<file path="src/source/dma_pkg.sv">
`default_nettype none

package dma_pkg;

	// Words moved by one memory command
	localparam int burst_len = 32;

	// Depth of each accelerator staging FIFO
	localparam int fifo_depth = 1024;

	// Occupancy reported by an accelerator FIFO
	typedef logic [9:0] fifo_count_t;

	// Beats still to move in the current burst
	// Wide enough to hold burst_len itself
	typedef logic [5:0] beat_cnt_t;

	typedef enum logic [3:0] {
		idle,
		wr_req,
		wr_wait,
		wr_next,
		wr_cmd,
		rd_cmd,
		rd_req,
		rd_take,
		rd_next
	} dma_state_t;

endpackage

`default_nettype wire

</file>
<file path="src/source/mem_port_pkg.sv">
`default_nettype none

package mem_port_pkg;

	typedef logic [31:0] word_t;

	typedef logic [29:0] byte_addr_t;

	// Instruction codes of the memory controller user port
	typedef enum logic [2:0] {
		mem_write = 3'd0,
		mem_read  = 3'd1
	} mem_instr_t;

	typedef struct packed {
		mem_instr_t instr;
		byte_addr_t byte_addr;
	} mem_cmd_t;

	// Address stride between bursts with four bytes per word
	localparam byte_addr_t burst_bytes = byte_addr_t'(4 * dma_pkg::burst_len);

endpackage

`default_nettype wire

</file>
<file path="src/source/dma_burst_ctrl.sv">
`timescale 1ns/100ps
`default_nettype none

module dma_burst_ctrl (
	input  logic                 clk,
	input  logic                 reset_d,
	input  logic                 calib_done_i,
	input  logic                 writes_en_i,
	input  logic                 reads_en_i,
	input  dma_pkg::fifo_count_t ib_count_i,
	input  dma_pkg::fifo_count_t ob_count_i,
	input  logic                 ib_valid_i,
	input  logic                 wr_full_i,
	input  logic                 cmd_full_i,
	input  logic                 rd_empty_i,
	input  logic                 wr_last_i,
	input  logic                 rd_last_i,
	output logic                 wr_pop_o,
	output logic                 wr_take_o,
	output logic                 wr_issue_o,
	output logic                 rd_issue_o,
	output logic                 rd_pop_o,
	output logic                 rd_take_o
);
	import dma_pkg::*;

	dma_state_t state;
	dma_state_t state_nxt;
	logic       writes_q;
	logic       reads_q;
	logic       ib_seen;
	logic       wr_ready;
	logic       rd_ready;

	// A burst only starts once the FIFO can supply or absorb all of it
	assign wr_ready = calib_done_i && writes_q && (ib_count_i >= fifo_count_t'(burst_len));
	assign rd_ready = calib_done_i && reads_q &&
		(ob_count_i < fifo_count_t'(fifo_depth - 1 - burst_len));

	always_ff @(posedge clk) begin
		if (reset_d) begin
			state    <= idle;
			writes_q <= 1'b0;
			reads_q  <= 1'b0;
			ib_seen  <= 1'b0;
		end else begin
			state    <= state_nxt;
			writes_q <= writes_en_i;
			reads_q  <= reads_en_i;
			// Remember a valid word that arrived while the write FIFO was full
			if (wr_take_o) begin
				ib_seen <= 1'b0;
			end else if (state == wr_wait && ib_valid_i) begin
				ib_seen <= 1'b1;
			end
		end
	end

	always_comb begin
		state_nxt  = state;
		wr_pop_o   = 1'b0;
		wr_take_o  = 1'b0;
		wr_issue_o = 1'b0;
		rd_issue_o = 1'b0;
		rd_pop_o   = 1'b0;
		rd_take_o  = 1'b0;
		case (state)
			idle: begin
				if (wr_ready) begin
					state_nxt = wr_req;
				end else if (rd_ready) begin
					state_nxt = rd_cmd;
				end
			end
			wr_req: begin
				wr_pop_o  = 1'b1;
				state_nxt = wr_wait;
			end
			wr_wait: begin
				// The input buffer keeps its word on the output until the next pop
				if ((ib_valid_i || ib_seen) && !wr_full_i) begin
					wr_take_o = 1'b1;
					state_nxt = wr_next;
				end
			end
			wr_next: begin
				state_nxt = wr_last_i ? wr_cmd : wr_req;
			end
			wr_cmd: begin
				// Write data is already queued so the command closes the burst
				if (!cmd_full_i) begin
					wr_issue_o = 1'b1;
					state_nxt  = idle;
				end
			end
			rd_cmd: begin
				if (!cmd_full_i) begin
					rd_issue_o = 1'b1;
					state_nxt  = rd_req;
				end
			end
			rd_req: begin
				if (!rd_empty_i) begin
					rd_pop_o  = 1'b1;
					state_nxt = rd_take;
				end
			end
			rd_take: begin
				rd_take_o = 1'b1;
				state_nxt = rd_next;
			end
			rd_next: begin
				state_nxt = rd_last_i ? idle : rd_req;
			end
			default: begin
				state_nxt = idle;
			end
		endcase
	end

endmodule

`default_nettype wire

</file>
<file path="src/source/dma_addr_gen.sv">
`timescale 1ns/100ps
`default_nettype none

module dma_addr_gen (
	input  logic                   clk,
	input  logic                   reset_d,
	input  logic                   wr_issue_i,
	input  logic                   rd_issue_i,
	output logic                   cmd_en_o,
	output mem_port_pkg::mem_cmd_t cmd_o
);
	import mem_port_pkg::*;

	byte_addr_t wr_addr;
	byte_addr_t rd_addr;

	always_ff @(posedge clk) begin
		if (reset_d) begin
			cmd_en_o <= 1'b0;
			wr_addr  <= '0;
			rd_addr  <= '0;
		end else begin
			cmd_en_o <= wr_issue_i || rd_issue_i;
			if (wr_issue_i) begin
				wr_addr <= wr_addr + burst_bytes;
			end else if (rd_issue_i) begin
				rd_addr <= rd_addr + burst_bytes;
			end
		end
	end

	// Each direction walks its own ascending sequence of bursts
	always_ff @(posedge clk) begin
		if (wr_issue_i) begin
			cmd_o <= '{instr: mem_write, byte_addr: wr_addr};
		end else if (rd_issue_i) begin
			cmd_o <= '{instr: mem_read, byte_addr: rd_addr};
		end
	end

endmodule

`default_nettype wire

</file>
<file path="src/source/dma_wr_path.sv">
`timescale 1ns/100ps
`default_nettype none

module dma_wr_path (
	input  logic                clk,
	input  logic                reset_d,
	input  logic                wr_pop_i,
	input  logic                wr_take_i,
	input  mem_port_pkg::word_t ib_data_i,
	output logic                ib_re_o,
	output logic                wr_en_o,
	output mem_port_pkg::word_t wr_data_o,
	output logic                wr_last_o
);
	import dma_pkg::*;

	beat_cnt_t beats_left;

	assign wr_last_o = (beats_left == '0);

	always_ff @(posedge clk) begin
		if (reset_d) begin
			ib_re_o    <= 1'b0;
			wr_en_o    <= 1'b0;
			beats_left <= beat_cnt_t'(burst_len);
		end else begin
			ib_re_o <= wr_pop_i;
			wr_en_o <= wr_take_i;
			if (wr_take_i) begin
				beats_left <= beats_left - 1'b1;
			end else if (wr_last_o) begin
				// Ready for the next burst once the last word has gone out
				beats_left <= beat_cnt_t'(burst_len);
			end
		end
	end

	always_ff @(posedge clk) begin
		if (wr_take_i) begin
			wr_data_o <= ib_data_i;
		end
	end

endmodule

`default_nettype wire

</file>
<file path="src/source/dma_rd_path.sv">
`timescale 1ns/100ps
`default_nettype none

module dma_rd_path (
	input  logic                clk,
	input  logic                reset_d,
	input  logic                rd_pop_i,
	input  logic                rd_take_i,
	input  mem_port_pkg::word_t rd_data_i,
	output logic                rd_en_o,
	output logic                ob_we_o,
	output mem_port_pkg::word_t ob_data_o,
	output logic                rd_last_o
);
	import dma_pkg::*;

	beat_cnt_t beats_left;
	logic      take_q;

	assign rd_last_o = (beats_left == '0);

	always_ff @(posedge clk) begin
		if (reset_d) begin
			rd_en_o    <= 1'b0;
			take_q     <= 1'b0;
			ob_we_o    <= 1'b0;
			beats_left <= beat_cnt_t'(burst_len);
		end else begin
			rd_en_o <= rd_pop_i;
			// Read data shows up one cycle behind the pop
			take_q  <= rd_take_i;
			ob_we_o <= take_q;
			if (rd_take_i) begin
				beats_left <= beats_left - 1'b1;
			end else if (rd_last_o) begin
				beats_left <= beat_cnt_t'(burst_len);
			end
		end
	end

	always_ff @(posedge clk) begin
		if (take_q) begin
			ob_data_o <= rd_data_i;
		end
	end

endmodule

`default_nettype wire

</file>
<file path="src/source/dma_top.sv">
`timescale 1ns/100ps
`default_nettype none

module dma_top (
	input  logic                   clk,
	input  logic                   reset_d,
	input  logic                   calib_done_i,
	input  logic                   writes_en_i,
	input  logic                   reads_en_i,
	// Input buffer carrying accelerator results toward memory
	output logic                   ib_re_o,
	input  mem_port_pkg::word_t    ib_data_i,
	input  dma_pkg::fifo_count_t   ib_count_i,
	input  logic                   ib_valid_i,
	// Output buffer feeding operands to the accelerator
	output logic                   ob_we_o,
	output mem_port_pkg::word_t    ob_data_o,
	input  dma_pkg::fifo_count_t   ob_count_i,
	// Memory controller user port
	output logic                   cmd_en_o,
	output mem_port_pkg::mem_cmd_t cmd_o,
	input  logic                   cmd_full_i,
	output logic                   wr_en_o,
	output mem_port_pkg::word_t    wr_data_o,
	input  logic                   wr_full_i,
	output logic                   rd_en_o,
	input  mem_port_pkg::word_t    rd_data_i,
	input  logic                   rd_empty_i
);

	logic wr_pop;
	logic wr_take;
	logic wr_issue;
	logic wr_last;
	logic rd_pop;
	logic rd_take;
	logic rd_issue;
	logic rd_last;

	dma_burst_ctrl dma_burst_ctrl_i (
		.clk          (clk),
		.reset_d      (reset_d),
		.calib_done_i (calib_done_i),
		.writes_en_i  (writes_en_i),
		.reads_en_i   (reads_en_i),
		.ib_count_i   (ib_count_i),
		.ob_count_i   (ob_count_i),
		.ib_valid_i   (ib_valid_i),
		.wr_full_i    (wr_full_i),
		.cmd_full_i   (cmd_full_i),
		.rd_empty_i   (rd_empty_i),
		.wr_last_i    (wr_last),
		.rd_last_i    (rd_last),
		.wr_pop_o     (wr_pop),
		.wr_take_o    (wr_take),
		.wr_issue_o   (wr_issue),
		.rd_issue_o   (rd_issue),
		.rd_pop_o     (rd_pop),
		.rd_take_o    (rd_take)
	);

	dma_addr_gen dma_addr_gen_i (
		.clk        (clk),
		.reset_d    (reset_d),
		.wr_issue_i (wr_issue),
		.rd_issue_i (rd_issue),
		.cmd_en_o   (cmd_en_o),
		.cmd_o      (cmd_o)
	);

	dma_wr_path dma_wr_path_i (
		.clk       (clk),
		.reset_d   (reset_d),
		.wr_pop_i  (wr_pop),
		.wr_take_i (wr_take),
		.ib_data_i (ib_data_i),
		.ib_re_o   (ib_re_o),
		.wr_en_o   (wr_en_o),
		.wr_data_o (wr_data_o),
		.wr_last_o (wr_last)
	);

	dma_rd_path dma_rd_path_i (
		.clk       (clk),
		.reset_d   (reset_d),
		.rd_pop_i  (rd_pop),
		.rd_take_i (rd_take),
		.rd_data_i (rd_data_i),
		.rd_en_o   (rd_en_o),
		.ob_we_o   (ob_we_o),
		.ob_data_o (ob_data_o),
		.rd_last_o (rd_last)
	);

endmodule

`default_nettype wire

</file>
<file path="config.mk">
export PLATFORM = sky130hd
export DESIGN_NAME = dma_top
export DESIGN_NICKNAME = d
export VERILOG_FILES = /design/src/source/dma_pkg.sv /design/src/source/mem_port_pkg.sv /design/src/source/dma_burst_ctrl.sv /design/src/source/dma_addr_gen.sv /design/src/source/dma_wr_path.sv /design/src/source/dma_rd_path.sv /design/src/source/dma_top.sv
export SDC_FILE = /design/constraint.sdc
export NUM_CORES = 1
export LEC_CHECK = 0
export BUFFER_PORTS_ARGS = -buffer_cell sky130_fd_sc_hd__buf_2
export CORE_MARGIN = 2
export CORE_UTILIZATION = 35
export DETAILED_ROUTE_END_ITERATION = 8
export PLACE_DENSITY = 0.65
export SETUP_SLACK_MARGIN = 0.5
export SLEW_MARGIN = 20
export SYNTH_ARGS = -nofsm -noshare
export SYNTH_HDL_FRONTEND = slang
export SYNTH_SLANG_ARGS = --single-unit
</file>
<file path="constraint.sdc">
create_clock -name clk -period 7.4 [get_ports clk]
set_clock_uncertainty 0.05 [all_clocks]
set_input_delay 0.37 -clock clk [delete_from_list [all_inputs] [get_ports clk]]
set_output_delay 0.37 -clock clk [all_outputs]
set_load 0.01 [all_outputs]
</file>
======== After elaboration in Yosys (flattened, before gate mapping) ========
Cells that the tools add are included.
operators by class
  mux-type cells .......................... 23
  divide/modulo/power cells ............... 0
  add/subtract/negate cells ............... 4
  bitwise operators ....................... 2
  reductions and logical operators ........ 19
  order comparisons ....................... 2
  equality and inequality tests ........... 13
  multiply operators ...................... 0
  shift operators ......................... 0
operator list
  cell                                                                 number
  adder 30 x 8 -> 30 bit (second input constant)                       2
  two-way mux 30 bit                                                   2
  case mux 4 bit (9 select lines)                                      1
  two-way mux 4 bit                                                    6
  two-way mux 6 bit                                                    4
  == test 4 x 3 -> 1 bit (second input constant)                       4
  logical NOT 6 bit                                                    2
  subtractor 6 x 1 -> 6 bit (second input constant)                    2
  greater-or-equal comparator 10 x 6 -> 1 bit (second input constant)  1
  less-than comparator 10 bit (second input constant)                  1
  == test 4 x 2 -> 1 bit (second input constant)                       2
  two-way mux 1 bit                                                    8
  inequality test 2 bit (second input constant)                        4
  logical AND 1 bit                                                    6
  two-way mux 3 bit                                                    2
  nonzero test 2 bit                                                   3
  AND reduction 5 bit                                                  1
  == test 4 x 1 -> 1 bit (second input constant)                       1
  == test 4 bit (second input constant)                                1
  logical NOT 4 bit                                                    1
  OR reduction 2 bit                                                   2
  inequality test 3 x 1 -> 1 bit (second input constant)               1
  logical OR 1 bit                                                     2
  NOT 1 bit                                                            2
  2 further kinds                                                      2
storage, ports and cells
  bits in read-only memories .............. 0
  bits in latches ......................... 0
  output and inout bits ................... 102
  bits in registers ....................... 180
  bits in writable memories ............... 0
  logic and storage cells ................. 81
  bits of input ports ..................... 93
  memories kept ........................... 0

======== Longest topological paths before layout ========
  word-level depth ........................ 5
  depth in mapped cells ................... 6
  gate-level depth less buffers ........... 6

======== Cells and area by module ========
A second synthesis with hierarchy kept.
unflattened totals
  cell total of the unflattened synthesis .. 516
  area total of the unflattened synthesis .. 6,426.2 sq um
by module, submodules not included
  module          area an instance (sq um)  seq. area each (sq um)  times used  cells each
  dma_addr_gen    3,196.8                   1,651.6                 1           312
  dma_rd_path     1,371.3                   1,141.1                 1           73
  dma_wr_path     1,345.0                   1,121.1                 1           71
  dma_burst_ctrl  513.0                     140.1                   1           60

======== Worst setup path after synthesis ========
No wires, ideal clock.
  path kind ............................... register to register
  start point ............................. register dma_burst_ctrl_i.state[2]
  end point ............................... register dma_addr_gen_i.cmd_o[10] (netlist name)
  required time ........................... 6.916 ns
  slack ................................... 4.516 ns
  data arrival time ....................... 2.400 ns
  library setup time ...................... 0.434 ns
  cell stages (with the launch flop) ...... 4
  clock period less this slack ............ 2.884 ns
  path buffers ............................ 1
  cells stage by stage .................... dfxtp_1 -> clkbuf_1 -> nand2b_1 -> nor3_1
on the way
  longest elaborated chain between the ends .. 3
  elaborated cells on any way between the ends .. 5
  those cells by class .................... eq/ne (2); mux (2); reduce/logical (1)
RTL lines
  what                                   RTL line              source
  from (decl)                            dma_burst_ctrl.sv:27  dma_state_t state;
  from (signal assigned)                 dma_burst_ctrl.sv:42  state <= idle;
  from (signal assigned)                 dma_burst_ctrl.sv:47  state <= state_nxt;
  == test 4 x 3 -> 1 bit                 dma_burst_ctrl.sv:67  case (state)
  two-way mux 1 bit                      dma_burst_ctrl.sv:67
  nonzero test 2 bit (no source line) *  --
Every way passes the cells marked *; elsewhere a longest branch is shown, timed or not.
A chain may end at the register's enable or synchronous reset.

======== Worst setup path after layout ========
  start point ............................. register dma_burst_ctrl_i.state[2]
  end point ............................... register dma_addr_gen_i.cmd_o[8] (netlist name)
on the way
  longest elaborated chain between the ends .. 3
RTL lines
  what                    RTL line              source
  == test 4 x 3 -> 1 bit  dma_burst_ctrl.sv:67
  two-way mux 1 bit       dma_burst_ctrl.sv:67
  two-way mux 30 bit      dma_addr_gen.sv:34    if (wr_issue_i) begin
No other way between the ends.

==> impl_metrics.toml <==
[grt]
grt_pass1_wl_mm = 22.02
grt_usage_pct = 14.13
overflow = 0
grt_antenna_before_repair = 0
via_count_of_the_first_global_routing_pass = 4370
grt_max_degree = 78

[finish]
flow.area_growth_from_synthesis_pct = 27.15
num-nets-final = 803
finish.instance_area_mm2 = 0.008133
final_layout_size_suffix_gt1_share_pct = 35.19
seqCellArea_mm2 = 0.004054
area_of_the_multi_input_gates_mm2 = 0.002157
final_cell_count_no_fill = 948
filler_cell_count = 1669
num_antenna_cells = 0

[placement]
placed_cells_incl_taps = 916
post_dp_cell_area_mm2 = 0.007482
numPortBuffers = 180
detailed_place_hpwl_mm = 9.395
finalWeightedCongestion = 0.7622

[clock_tree]
postCtsHoldBufs = 0
clk_path_buf_depth = 2
clock_sinks = 159
clock_tree.htree_level_count = 4
insertion_delay_ns = 0.42
cts_root_buf = "sky130_fd_sc_hd__clkbuf_16"
tritoncts_clock_tree = "built"
post_cts.repair.setup_buffers = 0
cts_inserted_buffers = 17
post_cts.resized_instances = 0
clkSlewWorstSetupHoldPaths_ns = 0.07

[floorplan]
placementRows = 49
num_io_pins = 195
floorplan.die.height_um = 139.2
placeableCoreArea_mm2 = 0.01796
initial_core_util_pct = 35.61
die_outline_area_mm2 = 0.01937
die_width_um = 139.2

[power_and_ir_drop]
switchingPower_w = 0.0005327
seqPwrFrac_pct = 46.5
intPower_w = 0.001650
power.total_w = 0.002183
power_density_mw_per_mm2 = 268.4
part_of_the_power_in_the_clock_network_pct = 43.6
pwr-share-comb_pct = 9.9
worst_vdd_drop_uv = 170.1
netSwitchingFraction_pct = 24.41
leakage_power_nw = 3.075

[synth]
synthFlopType = "sky130_fd_sc_hd__edfxtp_1"
postSynthRegisterBits = 159
yosysSeqAreaShare_pct = 63.38
synth.top_cell.area_share_pct = 40.85
synthTopCellsByArea = "sky130_fd_sc_hd__edfxtp_1 (41%), sky130_fd_sc_hd__dfxtp_1 (23%), sky130_fd_sc_hd__mux2_2 (4.6%)"
synth_top_area_cell = "sky130_fd_sc_hd__edfxtp_1"
synth.lib_cells_used.distinct = 51
area_of_the_mapped_netlist_mm2 = 0.006396
yosys_warnings = 0
syn_area_per_cell_um2 = 12.14
synth_async_sr_flop_share_pct = 0
synth_commonest_cells = "sky130_fd_sc_hd__edfxtp_1 (87), sky130_fd_sc_hd__dfxtp_1 (72), sky130_fd_sc_hd__nor2_1 (36)"
edff_count_synth = 87
post_synth_inst_count = 527
synth_most_common_cell = "sky130_fd_sc_hd__edfxtp_1"

[sta]
finalMaxSlewViolations = 0
final.period_utilization_pct = 36.12
worst_hold_slack_ns = 0.06803
timing.slew.headroom_pct = 39.60
setup_viol = 0
rsz0062_at_grt = "false"
timing_hold_violations_final = 0
achievable-frequency_mhz = 374.2
final_period_minus_worst_setup_slack_ns = 2.673
setup_tns_ns = 0
tightest_pin_transition_ns = 0.8938

[critical_path]
cp_cell_sequence = "nor3b_2 > nand2_2 > mux2_2"
cp_data_arrival_time_ns = 2.79
worst_setup_path_end_kind = "flip-flop"
cp_slowest_stage_delay_ns = 0.75
worstPathBufferInverterCount = 0
regToRegEndpoint = "dma_addr_gen_i.cmd_o[8]$_DFFE_PP_"
crit-reg2reg-launch = "dma_burst_ctrl_i.state[2]$_SDFFE_PP0P_"
critPathKind = "flip-flop to flip-flop"
timing.critical_path.required_ns = 7.52
setup.worst_path.start_class = "flip-flop"
timing.critical_path.max_delay_family = "simple AND/OR/NAND/NOR gates"
setup.reg_to_reg.worst_slack_ns = 4.73
critical_path.max_fanout = 27
worstRegToRegCells = 3
timing.critical_path.slowest_stage_cell = "sky130_fd_sc_hd__nor3b_2"

[route]
antenna_left = 0
drt_wl_total_mm = 13.82
viasPerCell = 4.982
drt_first_pass_iters = 4
detail_route.iter0.violations = 283
routedWlPerCell_um = 14.58
vias = 4723
post_detailed_route_drc_marker_count = 0

[hold_path]
holdCritStartpoint = "ib_data_i[15]"
worstHoldPathCells = 1
worstHoldPathType = "input pin to flip-flop"
hold-path-endpoint = "dma_wr_path_i.wr_data_o[15]$_DFFE_PP_"

[flow_run]
cap_viol_max_count = 0

[outcome]
run_status = "finished, final reports clean"
worst max-delay path by stage:
stage / from / endpoint / slack [ns] / depth (start not counted)
6_report: dma_burst_ctrl_i.state[2]$_SDFFE_PP0P_ / dma_addr_gen_i.cmd_o[8]$_DFFE_PP_ / 4.73 / 3
3_5_place_dp: dma_burst_ctrl_i.state[2]$_SDFFE_PP0P_ / dma_addr_gen_i.cmd_o[8]$_DFFE_PP_ / 4.35 / 3
3_3_place_gp: dma_burst_ctrl_i.state[2]$_SDFFE_PP0P_ / dma_addr_gen_i.cmd_o[8]$_DFFE_PP_ / 4.39 / 3
5_1_grt: dma_burst_ctrl_i.state[2]$_SDFFE_PP0P_ / dma_addr_gen_i.cmd_o[8]$_DFFE_PP_ / 4.47 / 3
4_1_cts: dma_burst_ctrl_i.state[2]$_SDFFE_PP0P_ / dma_addr_gen_i.cmd_o[8]$_DFFE_PP_ / 4.35 / 3
2_1_floorplan: dma_burst_ctrl_i.state[2]$_SDFFE_PP0P_ / dma_addr_gen_i.cmd_o[10]$_DFFE_PP_ / 4.52 / 3
kinds of logic after synthesis:
group,Yosys count,share of synthesized area [%]
xor gates and xnor gates,21,2.875
AOI/OAI and AO/OA,80,7.766
other,1,0.05863
and+or+nand+nor,188,16.92
DFF,159,63.38
adders and majority gates,4,0.7825
muxes,27,4.734
buffers and inverters,47,3.482
state kept, by name, indices dropped and copies added, names as in the netlist, 4 cells and up:
| name | count |
|---|---|
| dma_rd_path_i.ob_data_o | 32 |
| dma_wr_path_i.wr_data_o | 32 |
| dma_rd_path_i.beats_left | 6 |
| dma_wr_path_i.beats_left | 6 |
| dma_burst_ctrl_i.state | 4 |
| dma_addr_gen_i.cmd_o | 24 |
| dma_addr_gen_i.wr_addr | 23 |
| dma_addr_gen_i.rd_addr | 23 |
through the flow:
step / util (%) / worst slack (ns)
5_1_grt: 45.27 / 4.467
4_1_cts: 45.26 / 4.353
3_5_place_dp: 41.65 / 4.350
6_report: 45.27 / 4.727
2_1_floorplan: - / 4.516
3_3_place_gp: 41.65 / 4.390
routing by layer:
metal | wire length (um) | share of wire, % | vias to the layer above | GRT usage (%)
li1 | - | - | 2318 | -
met1 | 6380 | 46 | 2264 | 18.42
met2 | 6655 | 48 | 129 | 23.02
met3 | 621 | 4.5 | 12 | 3.626
met4 | 165 | 1.2 | 0 | 4.732
met5 | 0 | 0 | - | 0
layout make-up:
class	count	share of cell area, %
Clock buffer	17	5.231
Clock inverter	15	2.738
Timing Repair Buffer	184	11.45
Tap cell	229	3.523
Multi-Input combinational cell	329	26.52
Inverter	15	0.6923
Sequential cell	159	49.85
power by group through the flow:
stage          sequential (W)  clock (W)  combinational (W)
3_3_place_gp          0.00103          0           0.000214
4_1_cts               0.00102   0.000970           0.000219
3_5_place_dp          0.00104          0           0.000217
2_1_floorplan         0.00104          0           0.000135
5_1_grt               0.00102    0.00101           0.000240
6_report              0.00102   0.000951           0.000216
cells in the final DEF (no fill, tap or decap), types with 4 or more instances in the layout:
| cell type | instances |
|---|---|
| sky130_fd_sc_hd__a21oi_1 | 35 |
| sky130_fd_sc_hd__and4_1 | 7 |
| sky130_fd_sc_hd__buf_2 | 180 |
| sky130_fd_sc_hd__buf_4 | 4 |
| sky130_fd_sc_hd__bufinv_16 | 4 |
| sky130_fd_sc_hd__clkbuf_16 | 17 |
| sky130_fd_sc_hd__conb_1 | 9 |
| sky130_fd_sc_hd__dfxtp_1 | 72 |
| sky130_fd_sc_hd__edfxtp_1 | 87 |
| sky130_fd_sc_hd__ha_1 | 4 |
| sky130_fd_sc_hd__inv_1 | 15 |
| sky130_fd_sc_hd__inv_6 | 4 |
| sky130_fd_sc_hd__mux2_2 | 26 |
| sky130_fd_sc_hd__nand2_1 | 21 |
| sky130_fd_sc_hd__nand2b_1 | 7 |
| sky130_fd_sc_hd__nand3_1 | 21 |
| sky130_fd_sc_hd__nand4_1 | 16 |
| sky130_fd_sc_hd__nand4b_1 | 4 |
| sky130_fd_sc_hd__nor2_1 | 36 |
| sky130_fd_sc_hd__nor2b_1 | 12 |
| sky130_fd_sc_hd__nor3_1 | 7 |
| sky130_fd_sc_hd__nor4_1 | 11 |
| sky130_fd_sc_hd__o21ai_0 | 11 |
| sky130_fd_sc_hd__o31ai_1 | 15 |
| sky130_fd_sc_hd__or3_1 | 10 |
| sky130_fd_sc_hd__or4_1 | 17 |
| sky130_fd_sc_hd__xnor2_1 | 10 |
| sky130_fd_sc_hd__xor2_1 | 11 |
worst reg2reg max path, stage by stage (launching register included):
cell and delay, ns:
sky130_fd_sc_hd__dfxtp_1 0.55, sky130_fd_sc_hd__nor3b_2 0.75, sky130_fd_sc_hd__nand2_2 0.60, sky130_fd_sc_hd__mux2_2 0.47
(Power assumes the default switching activity.)
